--- config.mk ---
export PLATFORM = sky130hd
export DESIGN_NAME = pulse_counter_top
export DESIGN_NICKNAME = d
export VERILOG_FILES = /design/src/counter_pkg.sv /design/src/count_bus.sv /design/src/channel_counters.sv /design/src/diff_counters.sv /design/src/frame_latch.sv /design/src/axi_lite_regs.sv /design/src/pulse_counter_top.sv
export SDC_FILE = /design/constraint.sdc
export NUM_CORES = 1
export LEC_CHECK = 0
export BUFFER_PORTS_ARGS = -buffer_cell sky130_fd_sc_hd__buf_4
export CORE_MARGIN = 4
export CORE_UTILIZATION = 45
export DETAILED_ROUTE_END_ITERATION = 7
export PLACE_DENSITY = 0.65
export SYNTH_ARGS = -nofsm -noshare
export SYNTH_HDL_FRONTEND = slang
export SYNTH_SLANG_ARGS = --single-unit
--- constraint.sdc ---
create_clock -name clk -period 9.3 [get_ports clk]
set_input_delay 0.93 -clock clk [delete_from_list [all_inputs] [get_ports clk]]
set_output_delay 0.93 -clock clk [all_outputs]
set_load 0.03 [all_outputs]
--- src/counter_pkg.sv ---
/*
 * pulse counter shared definitions
 * channel and pair counts, counter widths, AXI register map and types
 */

package counter_pkg;

	localparam int NUM_CHANNELS = 4;
	localparam int NUM_PAIRS = 2;
	localparam int SAMPLE_WIDTH = 2;
	localparam int COUNT_WIDTH = 12;
	localparam int FRAME_LEN_WIDTH = 16;

	// full range minus largest sample, so the last add never wraps
	localparam int MAX_COUNT = ((1 << COUNT_WIDTH) - 1) - ((1 << SAMPLE_WIDTH) - 1);
	localparam int DIFF_LIMIT = (1 << (COUNT_WIDTH - 1)) - 1;

	typedef logic [SAMPLE_WIDTH-1:0] sample_t;
	typedef logic [COUNT_WIDTH-1:0] count_t;
	typedef logic signed [COUNT_WIDTH-1:0] diff_t;
	typedef logic [FRAME_LEN_WIDTH-1:0] frame_len_t;
	typedef logic [7:0] axi_addr_t;
	typedef logic [31:0] axi_data_t;

	typedef enum logic [1:0] {
		IDLE,
		RESP,
		DATA
	} axi_state_t;

	// ~~~~~~~~~~~~~~~~~~~~~~~~~~~~~ register map ~~~~~~~~~~~~~~~~~~~~~~~~~~~~~~
	localparam axi_addr_t REG_CTRL = 8'h00;
	localparam axi_addr_t REG_FRAME_LEN = 8'h04;
	localparam axi_addr_t REG_FRAME_NUM = 8'h08;
	localparam axi_addr_t REG_COUNT_BASE = 8'h10;
	localparam axi_addr_t REG_DIFF_BASE = 8'h20;
	localparam axi_addr_t REG_OVF = 8'h28;

	localparam int CTRL_RUN_BIT = 0;
	localparam int CTRL_MULTIPLY_BIT = 1;
	localparam frame_len_t FRAME_LEN_DEFAULT = 16'd100;
	localparam logic [1:0] RESP_OKAY = 2'b00;

endpackage

--- src/count_bus.sv ---
/*
 * count bus
 * running channel totals, pair totals and overflow flags toward the
 * frame latch, frame-end strobe back to the counters
 */

interface count_bus;

	counter_pkg::count_t counts [counter_pkg::NUM_CHANNELS];
	counter_pkg::diff_t diffs [counter_pkg::NUM_PAIRS];
	logic [counter_pkg::NUM_PAIRS-1:0] overflow;
	logic frame_end;

	modport count_src (
		output counts,
		input frame_end
	);

	modport diff_src (
		output diffs,
		output overflow,
		input frame_end
	);

	modport latch (
		output frame_end,
		input counts,
		input diffs,
		input overflow
	);

endinterface

--- src/channel_counters.sv ---
/*
 * channel counters
 * one saturating accumulator per input channel, adding the channel
 * sample on every run cycle and restarting at the frame boundary
 */

module channel_counters (
	input logic clk,
	input logic reset,
	input counter_pkg::sample_t [counter_pkg::NUM_CHANNELS-1:0] samples,
	input logic run,
	count_bus.count_src bus
);

	counter_pkg::count_t sample_ext [counter_pkg::NUM_CHANNELS];

	always_comb begin
		for (int i = 0; i < counter_pkg::NUM_CHANNELS; i++) begin
			sample_ext[i] = counter_pkg::count_t'(samples[i]);
		end
	end

	always_ff @(posedge clk) begin
		if (!reset) begin
			for (int i = 0; i < counter_pkg::NUM_CHANNELS; i++) begin
				bus.counts[i] <= '0;
			end
		end else if (run) begin
			for (int i = 0; i < counter_pkg::NUM_CHANNELS; i++) begin
				if (bus.frame_end) begin
					// current sample opens the next frame
					bus.counts[i] <= sample_ext[i];
				end else if (bus.counts[i] < counter_pkg::MAX_COUNT) begin
					bus.counts[i] <= bus.counts[i] + sample_ext[i];
				end
			end
		end
	end

endmodule

--- src/diff_counters.sv ---
/*
 * pair counters
 * signed accumulators of the difference or the product of two channels,
 * frozen once the magnitude reaches the overflow bound
 */

module diff_counters (
	input logic clk,
	input logic reset,
	input counter_pkg::sample_t [counter_pkg::NUM_CHANNELS-1:0] samples,
	input logic run,
	input logic multiply,
	count_bus.diff_src bus
);

	counter_pkg::diff_t first [counter_pkg::NUM_PAIRS];
	counter_pkg::diff_t second [counter_pkg::NUM_PAIRS];
	counter_pkg::diff_t contrib [counter_pkg::NUM_PAIRS];
	logic signed [counter_pkg::COUNT_WIDTH:0] sum [counter_pkg::NUM_PAIRS];
	counter_pkg::diff_t next_sum [counter_pkg::NUM_PAIRS];

	always_comb begin
		for (int j = 0; j < counter_pkg::NUM_PAIRS; j++) begin
			first[j] = counter_pkg::diff_t'(samples[2*j]);
			second[j] = counter_pkg::diff_t'(samples[2*j+1]);
			if (multiply) begin
				contrib[j] = first[j] * second[j];
			end else begin
				contrib[j] = first[j] - second[j];
			end
			sum[j] = bus.diffs[j] + contrib[j];

			// clamp at the bound, one extra bit keeps the sum from wrapping
			if (sum[j] > counter_pkg::DIFF_LIMIT) begin
				next_sum[j] = counter_pkg::diff_t'(counter_pkg::DIFF_LIMIT);
			end else if (sum[j] < -counter_pkg::DIFF_LIMIT) begin
				next_sum[j] = counter_pkg::diff_t'(-counter_pkg::DIFF_LIMIT);
			end else begin
				next_sum[j] = counter_pkg::diff_t'(sum[j]);
			end

			bus.overflow[j] = (bus.diffs[j] >= counter_pkg::DIFF_LIMIT) ||
				(bus.diffs[j] <= -counter_pkg::DIFF_LIMIT);
		end
	end

	always_ff @(posedge clk) begin
		if (!reset) begin
			for (int j = 0; j < counter_pkg::NUM_PAIRS; j++) begin
				bus.diffs[j] <= '0;
			end
		end else if (run) begin
			for (int j = 0; j < counter_pkg::NUM_PAIRS; j++) begin
				if (bus.frame_end) begin
					bus.diffs[j] <= contrib[j];
				end else if (!bus.overflow[j]) begin
					bus.diffs[j] <= next_sum[j];
				end
			end
		end
	end

endmodule

--- src/frame_latch.sv ---
/*
 * frame latch
 * run-cycle frame timer, snapshot of all totals at each frame end,
 * completed frame counter and frame interrupt
 */

module frame_latch (
	input logic clk,
	input logic reset,
	input logic run,
	input counter_pkg::frame_len_t frame_len,
	count_bus.latch bus,
	output counter_pkg::count_t count_snap [counter_pkg::NUM_CHANNELS],
	output counter_pkg::diff_t diff_snap [counter_pkg::NUM_PAIRS],
	output logic [counter_pkg::NUM_PAIRS-1:0] ovf_snap,
	output counter_pkg::axi_data_t frame_num,
	output logic frame_irq
);

	// run cycles counted in the current frame
	counter_pkg::frame_len_t timer;
	logic frame_end;

	// >= so that shortening frame_len mid-frame ends it at once
	assign frame_end = run && (timer >= frame_len);
	assign bus.frame_end = frame_end;
	assign frame_irq = frame_end;

	always_ff @(posedge clk) begin
		if (!reset) begin
			timer <= '0;
			frame_num <= '0;
			ovf_snap <= '0;
			for (int i = 0; i < counter_pkg::NUM_CHANNELS; i++) begin
				count_snap[i] <= '0;
			end
			for (int j = 0; j < counter_pkg::NUM_PAIRS; j++) begin
				diff_snap[j] <= '0;
			end
		end else if (run) begin
			if (frame_end) begin
				// this cycle already belongs to the next frame
				timer <= counter_pkg::frame_len_t'(1);
				frame_num <= frame_num + 1'b1;
				ovf_snap <= bus.overflow;
				for (int i = 0; i < counter_pkg::NUM_CHANNELS; i++) begin
					count_snap[i] <= bus.counts[i];
				end
				for (int j = 0; j < counter_pkg::NUM_PAIRS; j++) begin
					diff_snap[j] <= bus.diffs[j];
				end
			end else begin
				timer <= timer + 1'b1;
			end
		end
	end

endmodule

--- src/axi_lite_regs.sv ---
/*
 * AXI4-Lite register slave
 * control and frame length registers, read-back of the frame snapshots,
 * separate write and read sequencers with one request in flight each
 */

module axi_lite_regs (
	input logic clk,
	input logic reset,

	input counter_pkg::axi_addr_t awaddr,
	input logic awvalid,
	output logic awready,
	input counter_pkg::axi_data_t wdata,
	input logic [3:0] wstrb,
	input logic wvalid,
	output logic wready,
	output logic [1:0] bresp,
	output logic bvalid,
	input logic bready,
	input counter_pkg::axi_addr_t araddr,
	input logic arvalid,
	output logic arready,
	output counter_pkg::axi_data_t rdata,
	output logic [1:0] rresp,
	output logic rvalid,
	input logic rready,

	output logic run,
	output logic multiply,
	output counter_pkg::frame_len_t frame_len,
	input counter_pkg::count_t count_snap [counter_pkg::NUM_CHANNELS],
	input counter_pkg::diff_t diff_snap [counter_pkg::NUM_PAIRS],
	input logic [counter_pkg::NUM_PAIRS-1:0] ovf_snap,
	input counter_pkg::axi_data_t frame_num
);

	counter_pkg::axi_state_t wr_state;
	counter_pkg::axi_state_t rd_state;
	counter_pkg::axi_data_t read_word;

	assign bresp = counter_pkg::RESP_OKAY;
	assign rresp = counter_pkg::RESP_OKAY;

	// ~~~~~~~~~~~~~~~~~~~~~~~~~~~~~~ write path ~~~~~~~~~~~~~~~~~~~~~~~~~~~~~~~
	always_ff @(posedge clk) begin
		if (!reset) begin
			wr_state <= counter_pkg::IDLE;
			awready <= 1'b0;
			wready <= 1'b0;
			bvalid <= 1'b0;
			run <= 1'b0;
			multiply <= 1'b0;
			frame_len <= counter_pkg::FRAME_LEN_DEFAULT;
		end else begin
			case (wr_state)
				counter_pkg::IDLE: begin
					// address and data must both be present
					if (awvalid && wvalid) begin
						awready <= 1'b1;
						wready <= 1'b1;
						wr_state <= counter_pkg::DATA;
					end
				end
				counter_pkg::DATA: begin
					// write lands on the handshake edge
					awready <= 1'b0;
					wready <= 1'b0;
					bvalid <= 1'b1;
					wr_state <= counter_pkg::RESP;
					if (awaddr == counter_pkg::REG_CTRL && wstrb[0]) begin
						run <= wdata[counter_pkg::CTRL_RUN_BIT];
						multiply <= wdata[counter_pkg::CTRL_MULTIPLY_BIT];
					end
					if (awaddr == counter_pkg::REG_FRAME_LEN) begin
						if (wstrb[0]) begin
							frame_len[7:0] <= wdata[7:0];
						end
						if (wstrb[1]) begin
							frame_len[15:8] <= wdata[15:8];
						end
					end
				end
				counter_pkg::RESP: begin
					if (bready) begin
						bvalid <= 1'b0;
						wr_state <= counter_pkg::IDLE;
					end
				end
				default: wr_state <= counter_pkg::IDLE;
			endcase
		end
	end

	// ~~~~~~~~~~~~~~~~~~~~~~~~~~~~~~ read path ~~~~~~~~~~~~~~~~~~~~~~~~~~~~~~~~
	always_comb begin
		read_word = '0;
		case (araddr)
			counter_pkg::REG_CTRL: read_word = {30'd0, multiply, run};
			counter_pkg::REG_FRAME_LEN: read_word = counter_pkg::axi_data_t'(frame_len);
			counter_pkg::REG_FRAME_NUM: read_word = frame_num;
			counter_pkg::REG_OVF: read_word = counter_pkg::axi_data_t'(ovf_snap);
			default: read_word = '0;
		endcase
		for (int i = 0; i < counter_pkg::NUM_CHANNELS; i++) begin
			if (araddr == counter_pkg::axi_addr_t'(counter_pkg::REG_COUNT_BASE + 4 * i)) begin
				read_word = counter_pkg::axi_data_t'(count_snap[i]);
			end
		end
		// pair totals sign-extended
		for (int j = 0; j < counter_pkg::NUM_PAIRS; j++) begin
			if (araddr == counter_pkg::axi_addr_t'(counter_pkg::REG_DIFF_BASE + 4 * j)) begin
				read_word = {{(32 - counter_pkg::COUNT_WIDTH){
					diff_snap[j][counter_pkg::COUNT_WIDTH-1]}}, diff_snap[j]};
			end
		end
	end

	always_ff @(posedge clk) begin
		if (!reset) begin
			rd_state <= counter_pkg::IDLE;
			arready <= 1'b0;
			rvalid <= 1'b0;
		end else begin
			case (rd_state)
				counter_pkg::IDLE: begin
					if (arvalid) begin
						arready <= 1'b1;
						rd_state <= counter_pkg::DATA;
					end
				end
				counter_pkg::DATA: begin
					arready <= 1'b0;
					rvalid <= 1'b1;
					rd_state <= counter_pkg::RESP;
				end
				counter_pkg::RESP: begin
					if (rready) begin
						rvalid <= 1'b0;
						rd_state <= counter_pkg::IDLE;
					end
				end
				default: rd_state <= counter_pkg::IDLE;
			endcase
		end
	end

	// capture the addressed register
	always_ff @(posedge clk) begin
		if (rd_state == counter_pkg::DATA) begin
			rdata <= read_word;
		end
	end

endmodule

--- src/pulse_counter_top.sv ---
/*
 * multi-channel pulse counter
 * channel and pair counters, frame timer with snapshots, AXI4-Lite access
 */

module pulse_counter_top (
	input logic clk,
	input logic reset,

	input counter_pkg::axi_addr_t awaddr,
	input logic awvalid,
	output logic awready,
	input counter_pkg::axi_data_t wdata,
	input logic [3:0] wstrb,
	input logic wvalid,
	output logic wready,
	output logic [1:0] bresp,
	output logic bvalid,
	input logic bready,
	input counter_pkg::axi_addr_t araddr,
	input logic arvalid,
	output logic arready,
	output counter_pkg::axi_data_t rdata,
	output logic [1:0] rresp,
	output logic rvalid,
	input logic rready,

	input counter_pkg::sample_t [counter_pkg::NUM_CHANNELS-1:0] samples,
	output logic frame_irq
);

	logic run;
	logic multiply;
	counter_pkg::frame_len_t frame_len;
	counter_pkg::count_t count_snap [counter_pkg::NUM_CHANNELS];
	counter_pkg::diff_t diff_snap [counter_pkg::NUM_PAIRS];
	logic [counter_pkg::NUM_PAIRS-1:0] ovf_snap;
	counter_pkg::axi_data_t frame_num;

	count_bus u_bus ();

	channel_counters u_channel_counters (
		.clk (clk),
		.reset (reset),
		.samples (samples),
		.run (run),
		.bus (u_bus.count_src)
	);

	diff_counters u_diff_counters (
		.clk (clk),
		.reset (reset),
		.samples (samples),
		.run (run),
		.multiply (multiply),
		.bus (u_bus.diff_src)
	);

	frame_latch u_frame_latch (
		.clk (clk),
		.reset (reset),
		.run (run),
		.frame_len (frame_len),
		.bus (u_bus.latch),
		.count_snap (count_snap),
		.diff_snap (diff_snap),
		.ovf_snap (ovf_snap),
		.frame_num (frame_num),
		.frame_irq (frame_irq)
	);

	axi_lite_regs u_axi_lite_regs (
		.clk (clk),
		.reset (reset),
		.awaddr (awaddr),
		.awvalid (awvalid),
		.awready (awready),
		.wdata (wdata),
		.wstrb (wstrb),
		.wvalid (wvalid),
		.wready (wready),
		.bresp (bresp),
		.bvalid (bvalid),
		.bready (bready),
		.araddr (araddr),
		.arvalid (arvalid),
		.arready (arready),
		.rdata (rdata),
		.rresp (rresp),
		.rvalid (rvalid),
		.rready (rready),
		.run (run),
		.multiply (multiply),
		.frame_len (frame_len),
		.count_snap (count_snap),
		.diff_snap (diff_snap),
		.ovf_snap (ovf_snap),
		.frame_num (frame_num)
	);

endmodule

; ---- Word level (Yosys, flattened, before mapping)
; Cells that the tools add are included.
; Widths: inputs -> output; s select.
[op_classes]
n_addsub = 10
mul = 2
n_lt_le_gt_ge = 13
eq_ne = 20
muxes = 40
n_reduce_logical = 33
[ops]
columns = cell, n
row1 = $mux 12, 18
row2 = $mux 32, 6
row3 = $pmux 32 s4, 1
row4 = $add 12x2->12, 4
row5 = $lt 12x12->1 const B, 4
row6 = $add 32x1->32 const B, 1
row7 = $eq 8x5->1 const B, 4
row8 = $reduce_and 2->1, 14
row9 = $add 12x12->13, 2
row10 = $gt 13x12->1 const B, 2
row11 = $lt 13x12->1 const B, 2
row12 = $eq 8x6->1 const B, 3
row13 = $ge 12x12->1 const B, 2
row14 = $le 12x12->1 const B, 2
row15 = $add 16x1->16 const B, 1
row16 = $eq 8x3->1 const B, 2
row17 = $ge 16x16->1, 1
row18 = $logic_not 8->1, 2
row19 = $mux 16, 1
row20 = $reduce_bool 2->1, 8
row21 = $pmux 2 s3, 2
row22 = $ne 2x2->1 const B, 5
row23 = $eq 8x4->1 const B, 1
row24 = $mul 2x2->4, 2
row25 = other kinds (11), 28
[word_totals]
reg_bits = 252
input_bits = 67
out_inout_bits = 42
wordCells = 144

; ---- Logic depth before layout (Yosys ltp)
; Gate-level depths: netlist of run 1.
[depth]
ltp_word = 8
depth_mapped = 15
mapped_depth_nobuf = 14

; ---- Modules after synthesis
; A second synthesis of run 1 with hierarchy kept.
[unflattened]
hier_cells = 1680
area_unflattened_um2 = 14517.7
[by_module_without_submodules]
columns = module, instances, cells_each, area_per_inst_um2, seq_area_each_um2
row1 = frame_latch, 1, 656, 5381.4, 2442.3
row2 = axi_lite_regs, 1, 323, 3340.7, 1481.4
row3 = diff_counters, 1, 383, 3079.2, 480.5
row4 = channel_counters, 1, 318, 2716.4, 960.9

; ---- Least setup slack after synthesis of run 1
; No wires, ideal clock.
[synth_path]
path_type = input to register
start = input port samples[0] (netlist bit)
end = register u_diff_counters.bus.diffs[16]
setup_ps = 116
arrival_time_ps = 4061
t_required_ps = 9184
slack_ps = 5123
cell_stages = 15
n_path_buf = 1
cell_sequence = inv_1 > ha_1 > fa_1 > nor2b_1 > clkbuf_1 > a21o_1 > ha_1 > a21o_1 > a21boi_1 > a211oi_1 > nor4_1 > nor2_1 > a221oi_2 > o21ai_0 > o211a_1
[synth_between]
elab_chain_cells = 8
word_cells_on_any_way = 10
classes_between = add/sub (2) / mul (1) / order compare (2) / mux (5)
[synth_lines]
columns = element, line_no
row1 = start: declaration, pulse_counter_top.sv:28  ; input counter_pkg::sample_t [counter_pkg::NUM_CHANNELS-1:0] samples,
row2 = $mul 2x2->4 or $sub 2x2->3 (tied branches), "diff_counters.sv:27, diff_counters.sv:29"
row3 = $mux 12 (*), diff_counters.sv:26  ; if (multiply) begin
row4 = $add 12x12->13, diff_counters.sv:31  ; sum[j] = bus.diffs[j] + contrib[j];
row5 = $lt 13x12->1, diff_counters.sv:36  ; end else if (sum[j] < -counter_pkg::DIFF_LIMIT) begin
row6 = $mux 12, diff_counters.sv:36
row7 = $mux 12, diff_counters.sv:34  ; if (sum[j] > counter_pkg::DIFF_LIMIT) begin
row8 = $mux 12, diff_counters.sv:56  ; end else if (!bus.overflow[j]) begin
row9 = $mux 12 (*), diff_counters.sv:54  ; if (bus.frame_end) begin
row10 = end signal: indexed assignment, diff_counters.sv:55  ; bus.diffs[j] <= contrib[j];
row11 = end signal: indexed assignment, diff_counters.sv:57  ; bus.diffs[j] <= next_sum[j];
row12 = end: declaration, count_bus.sv:20  ; output diffs,
; Mark *: on every way between the ends. The rest lies on a longest branch, timed or not. The select of a mux whose other input is x is not followed.
; A chain may end at the register's enable or synchronous reset.

; ---- Worst setup path after layout of run 1
[layout_path]
start = input port samples[0] (netlist bit)
end = register u_diff_counters.bus.diffs[18]
; The elaborated chain is that of the path after synthesis.

==> results of run 1 <==
==> worst register-to-register path, delay by kind of cell, from the launching register on <==
family	cells	cell delay [ns]
simple gates	3	1.62
compound gates	7	1.64
fa+ha+maj	1	0.30
flops	1	0.52
==> cell usage in the layout, fill, tap and decap left out, types with 28 or more instances in the layout <==
| master | n |
|---|---|
| sky130_fd_sc_hd__buf_4 | 95 |
| sky130_fd_sc_hd__nand3_1 | 31 |
| sky130_fd_sc_hd__edfxtp_1 | 32 |
| sky130_fd_sc_hd__inv_1 | 49 |
| sky130_fd_sc_hd__nand2_1 | 238 |
| sky130_fd_sc_hd__nand4_1 | 28 |
| sky130_fd_sc_hd__nor2_1 | 169 |
| sky130_fd_sc_hd__a21o_1 | 30 |
| sky130_fd_sc_hd__ha_1 | 60 |
| sky130_fd_sc_hd__xor2_1 | 51 |
| sky130_fd_sc_hd__o21ai_0 | 40 |
| sky130_fd_sc_hd__dfxtp_1 | 220 |
| sky130_fd_sc_hd__xnor2_1 | 35 |
| sky130_fd_sc_hd__a21oi_1 | 158 |
==> worst max-delay path by stage <==
stage               cells after the start                                         end  slack [ns]        from
floorplan                              15  u_diff_counters.bus.diffs[16]$_SDFFE_PN0P_        5.12  samples[0]
global placement                       15  u_diff_counters.bus.diffs[18]$_SDFFE_PN0P_        4.47  samples[0]
detailed placement                     15  u_diff_counters.bus.diffs[18]$_SDFFE_PN0P_        4.37  samples[0]
CTS                                    15  u_diff_counters.bus.diffs[18]$_SDFFE_PN0P_        4.90  samples[0]
global route                           15  u_diff_counters.bus.diffs[18]$_SDFFE_PN0P_        4.50  samples[0]
finish                                 15  u_diff_counters.bus.diffs[18]$_SDFFE_PN0P_        4.84  samples[0]
==> per-stage QoR <==
| step | utilization | worst slack (ns) | cells |
|---|---|---|---|
| after floorplan | - | 5.12 | 1530 |
| after global placement | 0.493 | 4.47 | 1928 |
| after detailed placement | 0.493 | 4.37 | 1928 |
| after CTS | 0.524 | 4.90 | 1977 |
| after global routing | 0.524 | 4.50 | 1977 |
| final | 0.524 | 4.84 | 1977 |
==> layout make-up <==
cell class                 instances  share of cell area
multi-input combinational       1151               0.481
sequential                       252               0.366
clock buffer                      39              0.0519
timing repair buffer              95              0.0486
tap                              378              0.0322
inverter                          52              0.0135
clock inverter                    10             0.00700
==> state kept, by name, summed over array words and instances, names as in the netlist, 16 cells and up <==
name	cells
u_axi_lite_regs.rdata	32
u_frame_latch.diff_snap	24
u_frame_latch.timer	16
u_channel_counters.bus.counts	48
u_frame_latch.frame_num	32
u_frame_latch.count_snap	48
u_diff_counters.bus.diffs	24
u_axi_lite_regs.frame_len	16
==> power by group through the flow <==
stage,registers (mW),logic (mW),clock network (mW)
6_report,1.11,0.139,1.05
4_1_cts,1.11,0.140,1.06
5_1_grt,1.11,0.155,1.11
3_3_place_gp,1.14,0.138,0
2_1_floorplan,1.15,0.0779,0
3_5_place_dp,1.14,0.139,0
==> layer usage <==
metal	up-vias	wire length, um
met3	44	2170
met1	5165	15700
met5	-	0
met2	299	14600
li1	5514	-
met4	0	521
==> cells by family after synthesis <==
group,share of synthesized area
buffers and inverters,0.0389
DFF,0.416
xor gates and xnor gates,0.0584
AOI/OAI and AO/OA,0.176
other,0.000291
muxes,0.0210
adders and majority gates,0.0707
and+or+nand+nor,0.218
==> run summary, run 1 <==
Kind of launch point of the worst setup path: an input port. The total vias in the final route was 11000; the time the worst path needs with I/O delays and setup was 4.46 ns. The final instance area was 14700 um^2. The tools report the remaining max-slew budget at the tightest pin as 0.167. Averaged over all synthesized cells, the footprint is 8.44 um^2. The worst hold path was traced through 2 stages. Once detail routing completed, the nets flagged for antenna violations numbered 0. The number of buffers added on ports came out at 86. Traced cell by cell, the critical path runs through buf_4, inv_1, ha_1, fa_1, nor2b_1, a21o_1, ha_1, a21o_1, a21boi_1, a211oi_1, nor4_1, nor2_1, a221oi_2, o21ai_0, o211a_1.

In this run, CTS created clock tree buffers numbering 27. The DRC marker count from the first detailed-route iteration is 872. Setup repair after global routing left no endpoint under its margin.

The logs give 0.416 for the fraction of the yosys area taken by sequential cells and 4.89 ns for the data arrival time of the critical path. Once placement finished, the instance area stood at 13800 um^2. The flip-flop and latch count after synthesis came out at 252. The post-detailed-placement half-perimeter wirelength came out at 23.5 mm. Entering global routing, the biggest net connects 90 pins. The post-CTS clock slew at the launch and capture registers of the worst setup and hold paths is 0.06 ns, and the number of warning messages in the yosys log is 0. After detailed routing, the number of remaining DRC violations is 0.

Share of synthesized flip-flops with an asynchronous set or reset: 0. During I/O placement, the number of pins put on the boundary was 109. The dominant cell type by area after synthesis is sky130_fd_sc_hd__dfxtp_1. The worst register-to-register path ends at u_diff_counters.bus.diffs[18]$_SDFFE_PN0P_. The combinational group share of total power is 0.061. The count of flip-flops with a built-in enable after synthesis is 32.

Counting instances in the post-synthesis netlist gives the leading cell types as sky130_fd_sc_hd__nand2_1 (239), sky130_fd_sc_hd__dfxtp_1 (220), sky130_fd_sc_hd__nor2_1 (170). The worst register-to-register path begins at u_axi_lite_regs.multiply$_SDFFE_PN0P_. TritonCTS built the clock tree. Number of pins exceeding their max-slew limit in the final report: 0. The run finished with clean final reports. The tightest hold margin was 0.453 ns.

The setup path with the least slack is of type in2reg. The proportion of netlist area held by the largest area contributor was 0.342; the setup TNS was 0 ns. The run gives 0.0256 as the met3 layer usage reported by global route. Registers take 5370 um^2.

The vias per cell is 5.58, and the switching share of total power is 0.226. For this run, the leading register cell type out of synthesis is sky130_fd_sc_hd__dfxtp_1. The endpoint required time on the critical path was 9.73 ns; the routed length per instance was 16.7 um. Summed over all layers, the global routing overflow is 0. The tools report the clock net sink count as 252.

Ranked by total cell area, the synthesized netlist is headed by sky130_fd_sc_hd__dfxtp_1 (34%), sky130_fd_sc_hd__edfxtp_1 (7.5%), sky130_fd_sc_hd__nand2_1 (7.0%). After synthesis the cells add up to 12900 um^2. The later pin in the worst-skew pair is clocked with a latency of 0.53 ns.

The ratio of total power to cell area works out to 157 nW/um^2. The congestion estimate from routability-driven global placement came to 0.855. In this run, post-CTS hold repair placed 0 buffers.

The most common cell in the synthesized netlist is sky130_fd_sc_hd__nand2_1. In this run the horizontal extent of the chip is 177 um. The first global-routing pass estimated 52.9 mm of wire. The cell internal power dissipation came out at 1.78 mW.

The final hold violation count is 0, and the number of cells on the worst reg-to-reg path is 11. The power share of the clock group came out at 0.456. The tools report the net switching power figure as 518 uW. The number of optimization iterations in the first detailed-route pass is 6, and the global routing met1 resource utilization is 0.303. The tools report the clock root buffer as sky130_fd_sc_hd__clkbuf_16. The share of post-route cells with drive strength above 1 is 0.102. The setup check on the worst reg-to-reg path leaves a slack of 5.13 ns.

Once the clock tree was built, the resizer swapped 0 gates to a different size. The run gives 1714 as the total number of nets in the final design. The number of failing setup endpoints in the final timing report was 0. The run gives 0.326 as the global routing met2 resource utilization. In the final layout, the multi-input gates occupy 7050 um^2. The share of total power in sequential cells is 0.484.

The logs give 0 for the number of antenna cells inserted and 10100 for the number of global-route vias before repair. The most heavily used metal layer in global routing is met2. The number of cells produced by synthesis came out at 1527.

After layout, the design draws a total of 2.30 mW. The worst-path maximum fanout was 13; the layout-stage area growth over the synthesis result was 13.8%. Derived from the worst setup path, the maximum achievable clock frequency is 0.224 GHz. The final wirelength came out at 32.9 mm. Initial antenna violation count: 0. The final worst clock skew is 0.0108 ns, and the number of maximum-capacitance constraint violations is 0.

At the pin with the least slew margin, the transition time is 1.24 ns. The source of the worst hold timing path is u_frame_latch.diff_snap[21]$_SDFFE_PN0P_. VDD sags by at most 0.118 mV.

In this run the static leakage power is 5.78 nW. The total buffers and inverters traversed by the critical path was 2. The number of setup buffers added after CTS is 0. In this run the deepest clock path goes through 3 buffers. Counting the fill cells in the layout gives 2648. The H-tree depth was 1. STA classifies the critical path endpoint as a register. Global routing usage summed across all routing layers: 0.205.

Broken down by cell family, the worst path's largest delay share belongs to compound AO/OA/AOI/OAI gates. The worst hold path terminates at u_frame_latch.diff_snap[21]$_SDFFE_PN0P_. Among all stages on the critical path, the largest delay is contributed by sky130_fd_sc_hd__nor2b_1.

In this design, the stage delay of the slowest critical-path cell is 0.87 ns. In this run the worst hold path is classified as reg2reg. Site row count: 61. The chip height was 177 um.

The final critical-path share of the clock period was 0.480. The effective utilization at floorplan was 0.460. The full die area came out at 31400 um^2.

The number of different library cells used by synthesis comes to 74. The placeable core area was 28000 um^2.
(Power assumes the default switching activity.)
==> inputs of run 2 (changes only) <==
PLACE_DENSITY = 0.67   (was 0.65)
clock period = 3.7 ns   (was 9.3 ns; I/O delays follow)
==> run summary, run 2 (same netlist as run 1, synthesis figures left out) <==
The run gives 3.84 ns (was 4.89 ns) as the data arrival time of the critical path. The source of the worst register-to-register timing path is u_axi_lite_regs.multiply$_SDFFE_PN0P_ (unchanged). The maximum buffer depth of the clock tree is 3 (unchanged), and the final wirelength is 33.7 mm (was 32.9 mm).

The H-tree depth is 1 (unchanged), and the DRC marker count from the first detailed-route iteration is 800 (was 872). The type of the worst min-delay path is in2reg (was reg2reg). The number of cells on the worst reg-to-reg path came out at 11 (unchanged).

The logs give 27 (unchanged) for the number of clock buffers inserted by TritonCTS and 0.52 ns (was 0.53 ns) for the clock insertion delay at the later pin of the skew report. The tools report the number of inserted filler cells in the final layout as 2560 (was 2648). The endpoint required time on the critical path is 4.14 ns (was 9.73 ns). For the total power after layout, the log shows 5.81 mW (was 2.30 mW). Largest registers: u_channel_counters.bus.counts: 48 flops, u_frame_latch.count_snap: 48 flops (unchanged).

The post-placement setup slack was -0.142 ns (was 4.37 ns). The final estimated routing congestion in global placement came out at 0.902 (was 0.855). Setup repair after global routing left no endpoint under its margin.

The total number of nets in the final design is 1763 (was 1714). Time the worst path needs with I/O delays and setup: 3.40 ns. The worst-path maximum fanout is 6 (was 13), and the number of buffers added on ports is 86 (unchanged). The tools report the clock net sink count as 252 (unchanged).

The width of the die is 177 um (unchanged), and the worst supply voltage drop on vdd is 0.317 mV (was 0.118 mV). The run gives 0 (unchanged) as the initial antenna violation count. For the number of optimization iterations in the first detailed-route pass, the log shows 6 (unchanged). The wire length of the first global-routing pass is 54.1 mm (was 52.9 mm). The ratio of total power to cell area was 385 nW/um^2 (was 157 nW/um^2).

The tightest hold margin came out at 0.0616 ns (was 0.453 ns). The run gives 0.304 ns (was 4.84 ns) as the final worst-path setup slack. For the number of antenna cells inserted, the log shows 0 (unchanged). The final critical-path share of the clock period was 0.918; the placeable core area was 28000 um^2 (unchanged). The I/O pin count is 109 (unchanged). The post-CTS clock slew at the launch and capture registers of the worst setup and hold paths works out to 0.06 ns (about the same). The logs give 0 (unchanged) for the number of failing setup endpoints in the final timing report and 0 (unchanged) for the post-CTS setup repair buffer count. Final hold violation count: 0 (unchanged).

The number of pins exceeding their max-slew limit in the final report came out at 0 (unchanged). Remaining design rule violation count: 0 (unchanged). Chip height: 177 um (unchanged).

The share of post-route cells with drive strength above 1 is 0.128 (was 0.102). The run gives 24.6 mm (was 23.5 mm) as the post-detailed-placement half-perimeter wirelength. The worst setup path startpoint is u_axi_lite_regs.multiply$_SDFFE_PN0P_ (was samples[0]). The capturing instance or port of the critical path was u_diff_counters.bus.diffs[0]$_SDFFE_PN0P_ (was u_diff_counters.bus.diffs[18]$_SDFFE_PN0P_). The logs give 31400 um^2 (unchanged) for the full die area and 11300 (was 11000) for the total vias in the final route. The register-to-register setup slack is 0.30 ns (was 5.13 ns). The layout-stage area growth over the synthesis result was 17.1% (was 13.8%). The highest clock rate came out at 0.294 GHz. The number of maximum-capacitance constraint violations is 0 (unchanged), and the routed length per instance is 16.6 um (was 16.7 um). The run finished with clean final reports.

The tools report the number of global-route vias before repair as 10600 (was 10100). End of the worst register-to-register path: u_diff_counters.bus.diffs[0]$_SDFFE_PN0P_ (was u_diff_counters.bus.diffs[18]$_SDFFE_PN0P_). For the cts-stage hold buffer count, the log shows 0 (unchanged). Reported leakage power: 6.04 nW (was 5.78 nW).

The clock root buffer is sky130_fd_sc_hd__clkbuf_16 (unchanged). The kind of launch point of the worst setup path is a register (was an input port). The site row count was 61 (unchanged); the setup TNS was 0 ns (unchanged). For the remaining max-slew budget at the tightest pin, the log shows 0.326 (was 0.167). The number of gates resized after cts was 0 (unchanged). The worst-margin pin slew came out at 1.01 ns (was 1.24 ns). The pin count of the biggest net entering global routing was 93 (was 90). For the effective utilization at floorplan, the log shows 0.460 (unchanged). Commonest cells after routing, fill and taps aside: sky130_fd_sc_hd__nand2_1 (238), sky130_fd_sc_hd__dfxtp_1 (220), sky130_fd_sc_hd__nor2_1 (169), sky130_fd_sc_hd__a21oi_1 (158), sky130_fd_sc_hd__buf_4 (139) (was sky130_fd_sc_hd__nand2_1 (238), sky130_fd_sc_hd__dfxtp_1 (220), sky130_fd_sc_hd__nor2_1 (169), sky130_fd_sc_hd__a21oi_1 (158), sky130_fd_sc_hd__buf_4 (95)). The most common cell after layout, fill and taps aside is sky130_fd_sc_hd__nand2_1 (unchanged). The total overflow reported by the global router was 0 (unchanged). TritonCTS built the clock tree.

Vias per cell: 5.57 (was 5.58). Category of the most critical setup path: reg2reg (was in2reg). The final worst clock skew is 0.0145 ns (was 0.0108 ns). The tools report the critical path capture point type as a register (unchanged). The global routing usage summed across all routing layers was 0.209 (was 0.205). Number of antenna-violating nets in the routed design: 0 (unchanged).
## run 2: cell count changes in the layout (fill, tap and decap cells not counted), sizes merged
cell  before  now
buf       95  144
## run 2: per-stage QoR
| stage | utilization | cell area [um^2] | instances |
|---|---|---|---|
| 2_1_floorplan | - | 12900 | 1530 |
| 3_3_place_gp | 0.508 | 14200 | 1977 |
| 3_5_place_dp | 0.508 | 14200 | 1977 |
| 4_1_cts | 0.539 | 15100 | 2026 |
| 5_1_grt | 0.539 | 15100 | 2026 |
| 6_report | 0.539 | 15100 | 2026 |
## run 2: power breakdown
| group | switching (mW) | total, mW | internal [mW] | leakage (nW) |
|---|---|---|---|---|
| logic | 0.232 | 0.387 | 0.155 | 3.54 |
| clock network | 1.07 | 2.63 | 1.56 | 0.417 |
| registers | 0.00843 | 2.79 | 2.79 | 2.08 |
## run 2: how the worst min path moves through the flow
stage                                               from                                        end  cells after the start
2_1_floorplan   u_axi_lite_regs.rd_state[1]$_SDFFE_PN0P_   u_axi_lite_regs.rd_state[1]$_SDFFE_PN0P_                      1
3_5_place_dp    u_frame_latch.count_snap[2]$_SDFFE_PN0P_   u_frame_latch.count_snap[2]$_SDFFE_PN0P_                      2
4_1_cts                                         wdata[2]  u_axi_lite_regs.frame_len[2]$_SDFFE_PN1P_                      3
6_report                                        wdata[2]  u_axi_lite_regs.frame_len[2]$_SDFFE_PN1P_                      3
3_3_place_gp   u_frame_latch.count_snap[10]$_SDFFE_PN0P_  u_frame_latch.count_snap[10]$_SDFFE_PN0P_                      2
5_1_grt                                         wdata[5]  u_axi_lite_regs.frame_len[5]$_SDFFE_PN1P_                      3
## run 2: area by class of cell
| cell class | instances | area (um^2) | share of cell area |
|---|---|---|---|
| tap | 378 | 473 | 0.0313 |
| inverter | 52 | 198 | 0.0131 |
| clock inverter | 10 | 103 | 0.00680 |
| timing repair buffer | 144 | 1140 | 0.0757 |
| clock buffer | 39 | 762 | 0.0505 |
| sequential | 252 | 5370 | 0.355 |
| multi-input combinational | 1151 | 7050 | 0.467 |
## run 2: critical path, stage by stage (launching register included)
cell and delay [ns]:
sky130_fd_sc_hd__dfxtp_1 0.51, sky130_fd_sc_hd__mux2i_1 0.18, sky130_fd_sc_hd__ha_1 0.26, sky130_fd_sc_hd__fa_1 0.42, sky130_fd_sc_hd__a211oi_2 0.32, sky130_fd_sc_hd__o21ai_1 0.16
sky130_fd_sc_hd__a32oi_1 0.29, sky130_fd_sc_hd__a31oi_1 0.13, sky130_fd_sc_hd__or3b_2 0.48, sky130_fd_sc_hd__or2_0 0.25, sky130_fd_sc_hd__and3_1 0.20, sky130_fd_sc_hd__a21oi_1 0.11
## run 2: per-layer routing
metal / vias up / global-route usage / share of wire
met3: 41 / 0.0308 / 0.063
met4: 0 / 0.0451 / 0.018
li1: 5604 / - / -
met1: 5314 / 0.297 / 0.47
met2: 328 / 0.338 / 0.45
met5: - / 0 / 0
